==> src/arb_pkg.sv <==
`default_nettype none

package arb_pkg;

    // One memory access as issued by a requester
    typedef struct packed {
        logic [31:0] addr;
        logic        we;
        logic [3:0]  be;
        logic [31:0] wdata;
    } mem_req_t;

    // Read response that also closes a write
    typedef struct packed {
        logic        rvalid;
        logic [31:0] rdata;
    } mem_rsp_t;

    typedef struct packed {
        logic       dcache_first;  // Data side wins ties
        logic [7:0] grant_timeout;
    } arb_cfg_t;

    // Single-cycle pulses from the arbiter
    typedef struct packed {
        logic igrant;
        logic dgrant;
        logic timeout;
    } arb_event_t;

    // Register map
    localparam logic [1:0] CSR_CTRL     = 2'd0;
    localparam logic [1:0] CSR_GRANTS   = 2'd1;
    localparam logic [1:0] CSR_TIMEOUTS = 2'd2;

endpackage

`default_nettype wire

==> src/arb_csr.sv <==
`timescale 1ns/10ps
`default_nettype none

module arb_csr import arb_pkg::*; #(
    parameter logic [7:0] RESET_TIMEOUT = 8'd10
) (
    input  wire         clk,
    input  wire         rst_n,

    input  wire         cfg_we_i,
    input  wire  [1:0]  cfg_addr_i,
    input  wire  [31:0] cfg_wdata_i,
    output logic [31:0] cfg_rdata_o,

    output arb_cfg_t    cfg_o,
    input  arb_event_t  event_i
);

    localparam int NCNT = 3;

    arb_cfg_t        ctrl_q;
    logic [15:0]     cnt_q [NCNT];  // 0 igrant, 1 dgrant, 2 timeout
    logic [NCNT-1:0] cnt_inc;
    logic [NCNT-1:0] cnt_clr;
    logic            wr_ctrl;
    logic            wr_grants;
    logic            wr_timeouts;

    assign wr_ctrl     = cfg_we_i & (cfg_addr_i == CSR_CTRL);
    assign wr_grants   = cfg_we_i & (cfg_addr_i == CSR_GRANTS);
    assign wr_timeouts = cfg_we_i & (cfg_addr_i == CSR_TIMEOUTS);

    assign cnt_inc = {event_i.timeout, event_i.dgrant, event_i.igrant};
    assign cnt_clr = {wr_timeouts, wr_grants, wr_grants};

    always_ff @(posedge clk or negedge rst_n) begin
        if (!rst_n) begin
            ctrl_q.dcache_first  <= 1'b0;
            ctrl_q.grant_timeout <= RESET_TIMEOUT;
        end else if (wr_ctrl) begin
            ctrl_q.dcache_first  <= cfg_wdata_i[0];
            ctrl_q.grant_timeout <= cfg_wdata_i[15:8];
        end
    end

    // Saturating event counters that a write clears
    always_ff @(posedge clk or negedge rst_n) begin
        if (!rst_n) begin
            for (int i = 0; i < NCNT; i++) begin
                cnt_q[i] <= 16'd0;
            end
        end else begin
            for (int i = 0; i < NCNT; i++) begin
                if (cnt_clr[i]) begin
                    cnt_q[i] <= 16'd0;
                end else if (cnt_inc[i] && cnt_q[i] != 16'hffff) begin
                    cnt_q[i] <= cnt_q[i] + 16'd1;
                end
            end
        end
    end

    assign cfg_o = ctrl_q;

    always_comb begin
        case (cfg_addr_i)
            CSR_CTRL: begin
                cfg_rdata_o = {16'd0, ctrl_q.grant_timeout, 7'd0, ctrl_q.dcache_first};
            end
            CSR_GRANTS: begin
                cfg_rdata_o = {cnt_q[1], cnt_q[0]};
            end
            CSR_TIMEOUTS: begin
                cfg_rdata_o = {16'd0, cnt_q[2]};
            end
            default: cfg_rdata_o = 32'd0;  // Unmapped
        endcase
    end

endmodule

`default_nettype wire

==> src/lsu_arbiter.sv <==
`timescale 1ns/10ps
`default_nettype none

module lsu_arbiter import arb_pkg::*; (
    input  wire        clk,
    input  wire        rst_n,

    // Instruction side
    input  wire        ireq_i,
    input  mem_req_t   ireq_data_i,
    output logic       igrant_o,
    output logic       ierr_o,
    output mem_rsp_t   irsp_o,

    // Data side
    input  wire        dreq_i,
    input  mem_req_t   dreq_data_i,
    output logic       dgrant_o,
    output logic       derr_o,
    output mem_rsp_t   drsp_o,

    // Memory port
    output logic       mem_req_o,
    output mem_req_t   mem_data_o,
    input  wire        mem_gnt_i,
    input  mem_rsp_t   mem_rsp_i,

    // Configuration and events
    input  arb_cfg_t   cfg_i,
    output arb_event_t event_o
);

    typedef enum logic [1:0] {
        IDLE       = 2'b00,
        GRANT_WAIT = 2'b01,
        DATA_WAIT  = 2'b10
    } state_t;

    state_t     state_q;
    state_t     state_d;
    logic       owner_d_q;  // High when the data side owns the transaction
    logic       pick_d;
    logic       any_req;
    logic [7:0] wait_cnt_q;
    logic       grant_hit;
    logic       timeout_hit;
    logic       rsp_hit;
    mem_req_t   req_q;

    assign any_req = ireq_i | dreq_i;

    // Data side wins if alone, or on a tie when it is preferred
    assign pick_d = dreq_i & (cfg_i.dcache_first | ~ireq_i);

    assign grant_hit   = (state_q == GRANT_WAIT) & mem_gnt_i;
    assign timeout_hit = (state_q == GRANT_WAIT) & ~mem_gnt_i &
                         (wait_cnt_q >= cfg_i.grant_timeout);
    assign rsp_hit     = (state_q == DATA_WAIT) & mem_rsp_i.rvalid;

    always_comb begin
        state_d = state_q;
        case (state_q)
            IDLE: begin
                if (any_req) begin
                    state_d = GRANT_WAIT;
                end
            end
            GRANT_WAIT: begin
                if (grant_hit) begin
                    state_d = DATA_WAIT;
                end else if (timeout_hit) begin
                    state_d = IDLE;
                end
            end
            DATA_WAIT: begin
                if (rsp_hit) begin
                    state_d = IDLE;
                end
            end
            default: state_d = IDLE;
        endcase
    end

    always_ff @(posedge clk or negedge rst_n) begin
        if (!rst_n) begin
            state_q    <= IDLE;
            owner_d_q  <= 1'b0;
            wait_cnt_q <= 8'd0;
        end else begin
            state_q <= state_d;
            if (state_q == IDLE) begin
                wait_cnt_q <= 8'd0;
                if (any_req) begin
                    owner_d_q <= pick_d;
                end
            end else if (state_q == GRANT_WAIT && !grant_hit) begin
                wait_cnt_q <= wait_cnt_q + 8'd1;
            end
        end
    end

    // Request payload held until grant or timeout
    always_ff @(posedge clk) begin
        if (state_q == IDLE && any_req) begin
            req_q <= pick_d ? dreq_data_i : ireq_data_i;
        end
    end

    assign mem_req_o  = (state_q == GRANT_WAIT);
    assign mem_data_o = req_q;

    // Pulses go to the owner only
    assign igrant_o = grant_hit & ~owner_d_q;
    assign dgrant_o = grant_hit & owner_d_q;
    assign ierr_o   = timeout_hit & ~owner_d_q;
    assign derr_o   = timeout_hit & owner_d_q;

    always_comb begin
        irsp_o        = mem_rsp_i;
        drsp_o        = mem_rsp_i;
        irsp_o.rvalid = rsp_hit & ~owner_d_q;
        drsp_o.rvalid = rsp_hit & owner_d_q;
    end

    assign event_o.igrant  = igrant_o;
    assign event_o.dgrant  = dgrant_o;
    assign event_o.timeout = timeout_hit;

endmodule

`default_nettype wire

==> src/mem_port_top.sv <==
`timescale 1ns/10ps
`default_nettype none

module mem_port_top import arb_pkg::*; #(
    parameter logic [7:0] RESET_TIMEOUT = 8'd10
) (
    input  wire         clk,
    input  wire         rst_n,

    // Instruction requester
    input  wire         ireq_i,
    input  mem_req_t    ireq_data_i,
    output logic        igrant_o,
    output logic        ierr_o,
    output mem_rsp_t    irsp_o,

    // Data requester
    input  wire         dreq_i,
    input  mem_req_t    dreq_data_i,
    output logic        dgrant_o,
    output logic        derr_o,
    output mem_rsp_t    drsp_o,

    // External memory
    output logic        mem_req_o,
    output logic [31:0] mem_addr_o,
    output logic        mem_we_o,
    output logic [3:0]  mem_be_o,
    output logic [31:0] mem_wdata_o,
    input  wire         mem_gnt_i,
    input  wire         mem_rvalid_i,
    input  wire  [31:0] mem_rdata_i,

    // Configuration
    input  wire         cfg_we_i,
    input  wire  [1:0]  cfg_addr_i,
    input  wire  [31:0] cfg_wdata_i,
    output logic [31:0] cfg_rdata_o
);

    mem_req_t   mem_data;
    mem_rsp_t   mem_rsp;
    arb_cfg_t   arb_cfg;
    arb_event_t arb_events;

    assign mem_addr_o  = mem_data.addr;
    assign mem_we_o    = mem_data.we;
    assign mem_be_o    = mem_data.be;
    assign mem_wdata_o = mem_data.wdata;

    assign mem_rsp.rvalid = mem_rvalid_i;
    assign mem_rsp.rdata  = mem_rdata_i;

    lsu_arbiter u_arbiter (
        .clk         (clk),
        .rst_n       (rst_n),
        .ireq_i      (ireq_i),
        .ireq_data_i (ireq_data_i),
        .igrant_o    (igrant_o),
        .ierr_o      (ierr_o),
        .irsp_o      (irsp_o),
        .dreq_i      (dreq_i),
        .dreq_data_i (dreq_data_i),
        .dgrant_o    (dgrant_o),
        .derr_o      (derr_o),
        .drsp_o      (drsp_o),
        .mem_req_o   (mem_req_o),
        .mem_data_o  (mem_data),
        .mem_gnt_i   (mem_gnt_i),
        .mem_rsp_i   (mem_rsp),
        .cfg_i       (arb_cfg),
        .event_o     (arb_events)
    );

    arb_csr #(
        .RESET_TIMEOUT (RESET_TIMEOUT)
    ) u_csr (
        .clk         (clk),
        .rst_n       (rst_n),
        .cfg_we_i    (cfg_we_i),
        .cfg_addr_i  (cfg_addr_i),
        .cfg_wdata_i (cfg_wdata_i),
        .cfg_rdata_o (cfg_rdata_o),
        .cfg_o       (arb_cfg),
        .event_i     (arb_events)
    );

endmodule

`default_nettype wire

==> config.mk <==
export PLATFORM = sky130hd
export DESIGN_NAME = mem_port_top
export DESIGN_NICKNAME = d
export VERILOG_FILES = /design/src/arb_pkg.sv /design/src/arb_csr.sv /design/src/lsu_arbiter.sv /design/src/mem_port_top.sv
export SDC_FILE = /design/constraint.sdc
export NUM_CORES = 1
export LEC_CHECK = 0
export ABC_CLOCK_PERIOD_IN_PS = 3800
export BUFFER_PORTS_ARGS = -buffer_cell sky130_fd_sc_hd__buf_2
export CORE_AREA = 2 2 148 150
export DETAILED_ROUTE_END_ITERATION = 7
export DIE_AREA = 0 0 150 152
export GPL_ROUTABILITY_DRIVEN = 0
export GPL_TIMING_DRIVEN = 0
export PLACE_DENSITY = 0.7
export SYNTH_ARGS = -nofsm -noshare
export SYNTH_HDL_FRONTEND = slang
export SYNTH_HIERARCHICAL = 1
export SYNTH_SLANG_ARGS = --single-unit
==> constraint.sdc <==
create_clock -name clk -period 3.8 [get_ports clk]
set_clock_uncertainty 0.05 [all_clocks]
set_input_delay 0.76 -clock clk [delete_from_list [all_inputs] [get_ports clk]]
set_output_delay 0.76 -clock clk [all_outputs]
set_load 0.1 [all_outputs]
==> results.py <==
metrics = {
    "layout": {
        "drive_gt1_share_pct": 52.5,
        "finalInstanceArea_um2": 10300,
        "syn2layout_area_growth_pct": 33.3,
        "fin_nets": 1257,
        "num-fill-cells": 2012,
    },
    "timing": {
        "worst_slew_pin_slew_ns": 0.898,
        "relSlewSlack_pct": 40.1,
        "period_minus_slack_ns": 3.27,
        "max_freq_ghz": 0.306,
        "tns_ns": 0,
        "setup_viol": 0,
        "rsz0062_at_grt": "false",
        "hold_viol": 0,
        "maxSlewViolCount": 0,
        "period_share_pct": 86.1,
        "holdWs_ns": 0.388,
    },
    "global_routing": {
        "grt_max_degree": 71,
        "grt_usage_pct": 19.4,
        "grt_pass1_vias": 6429,
        "antenna_found_initial": 1,
        "grt_pass1_wl_mm": 34.4,
        "overflow": 0,
    },
    "synthesis": {
        "synth_top_area_share_pct": 26.8,
        "synth_nets": 911,
        "synth_most_common_cell": "mux2_2",
        "synth_area_um2": 7740,
        "ys_ff_latch": 137,
        "ys_top_cells_by_area": "edfxtp_1 (27%), dfrtp_1 (21%), mux2_2 (11%), buf_4 (6.7%), nand2_1 (2.4%)",
        "ys_seq_area_share_pct": 48.8,
        "synth_warnings": 6,
        "syn_area_per_cell_um2": 11.3,
        "yosysUniqueCellTypes": 66,
        "synth_top_cell_by_area": "edfxtp_1",
        "ys.flop_type": "edfxtp_1",
        "postSynthCellCount": 688,
        "synthArstFlopShare_pct": 49.6,
        "synth-edff-count": 69,
        "synthTopCellsByCount": "mux2_2 (78), buf_4 (69), edfxtp_1 (69), dfrtp_1 (66), nand2_1 (50)",
    },
    "floorplanning": {
        "die_area_um2": 22800,
        "ios": 383,
        "rows": 54,
        "die_h_um": 152,
        "coreArea_um2": 21400,
        "die_w_um": 150,
        "initial_utilization_pct": 36.3,
    },
    "worst_setup_path": {
        "cp.arrival_ns": 2.46,
        "slowest_delay_ns": 0.47,
        "crit_buf_inv": 4,
        "crit_family": "buffers and inverters",
        "slowest_stage": "buf_2",
        "path_cells": "buf_2 > nor2b_1 > clkbuf_1 > clkbuf_1 > nand2_1 > o21ai_1 > buf_2",
        "cp_max_fo": 10,
        "start_kind": "input port",
        "crit_type": "input port to output pin",
        "reg2reg_from": "u_csr/cfg_o[3]",
        "crit_start": "cfg_addr_i[1]",
        "end_kind": "output pin",
        "r2r_slack_ns": 0.95,
        "critPathRequiredTime_ns": 2.99,
    },
    "place": {
        "hpwl_mm": 17.1,
        "dpl_cell_area_um2": 9740,
        "port_buffers": 327,
    },
    "power_and_ir_drop": {
        "power_density_nw_per_um2": 659,
        "p_leak_nw": 4.77,
        "ir_drop_uv": 363,
    },
    "drt": {
        "wl_per_cell_um": 16.6,
        "vias_per_cell": 4.98,
        "num_vias": 6604,
        "drt_iter0_drc": 307,
        "drc": 0,
        "first_pass_iters": 5,
        "wl_mm": 22.1,
        "postRouteAntennaNets": 0,
    },
    "cts": {
        "clkLatencyLatePin_ns": 0.41,
        "cts-htree-levels": 4,
        "cts_tree": "done",
        "ctsResizeCount": 0,
        "cts_sinks": 137,
        "numCtsBuffers": 17,
        "cts_setup_buffers": 0,
        "root_buffer": "clkbuf_16",
        "cts_hold_buf": 0,
        "clockBufferDepth": 2,
        "path_clk_slew_ns": 0.06,
    },
    "status": {
        "status": "finished clean",
    },
    "hold_path": {
        "hp-class": "input port to asynchronous set/reset pin",
    },
    "run": {
        "cap_violations": 0,
    },
}
## flip-flops by register name (all words and copies together) (netlist names)
signal,count
u_arbiter/mem_data_o,69
u_csr/cnt_q,48
u_csr/cfg_o,9
u_arbiter/wait_cnt_q,8
u_arbiter/state_q,2
u_arbiter/owner_d_q,1
## placed cells by master (no fill, tap or decap), types with 4 or more instances in the layout
cell type	Yosys	routed
buf_2	13	339
mux2_2	78	78
buf_4	69	70
edfxtp_1	69	69
dfrtp_1	66	66
nand2_1	50	50
a21oi_1	35	35
nand3_1	25	25
and2_1	22	22
o21ai_0	28	19
mux2i_1	18	18
clkbuf_16	0	17
nor2_1	17	16
o31ai_1	15	15
inv_1	15	14
or4_1	14	14
o21ai_1	4	13
nand4_1	13	13
and3_1	13	13
ha_1	12	12
clkbuf_1	9	9
or3_1	9	9
nor3_1	9	8
a31oi_1	7	7
a22o_1	7	7
inv_6	0	5
or2_2	5	5
a211oi_1	5	5
nand2b_1	4	4
## path summary, 6_finish.rpt
check,end,depth (start not counted)
max,cfg_rdata_o[12],7
min,u_csr/cnt_q[4],1
max reg2reg,u_csr/cnt_q[13],11
min reg2reg,u_arbiter/wait_cnt_q[7],1
max in group asynchronous,u_csr/cnt_q[19],1
min in group clk,u_arbiter/wait_cnt_q[7],1
## power breakdown
part | internal (W) | leakage (nW) | switching [W]
Sequential | 0.00195 | 1.58 | 0.000129
Combinational | 0.000488 | 2.92 | 0.00259
Clock | 0.000968 | 0.278 | 0.000674
## area by class of cell
cell class | instances | area [um^2] | area share (%)
clock buffers | 17 | 425 | 4.12
plain buffers | 95 | 654 | 6.34
multi-input cells | 441 | 3260 | 31.6
flip-flops and latches | 137 | 3780 | 36.6
repair buffers | 327 | 1640 | 15.9
diodes | 1 | 2.50 | 0.0243
well taps | 280 | 350 | 3.40
inverters | 15 | 58.8 | 0.570
clock inverters | 14 | 146 | 1.42
## metal layers
metal	global-route usage, %	vias up	share of wire [%]
li1	-	3193	-
met1	22.5	3131	38
met2	34.8	251	53
met3	4.98	27	7.2
met4	5.75	2	2.2
met5	0	-	0.050
## metrics by stage
stage	worst slack, ns	util (%)	total power [W]	instances
global route	0.421	48.3	0.00703	1326
finish	0.530	48.3	0.00680	1327
global placement	0.322	45.6	0.00521	1295
floorplan	0.0477	-	0.00465	688
CTS	0.565	48.3	0.00687	1326
detailed placement	0.575	45.6	0.00521	1295
## cells by family (layout without fill, tap and decap cells)
family	after synthesis	in the layout	synth area share [%]
mux	96	96	13.7
simple gates	215	215	16.8
fa+ha+maj	12	12	1.94
buf+inv	110	468	9.18
other cells	0	1	0
xor+xnor	2	2	0.226
flops	137	137	48.8
compound gates	116	116	9.39
No activity file was read; power rests on OpenSTA's default activity.
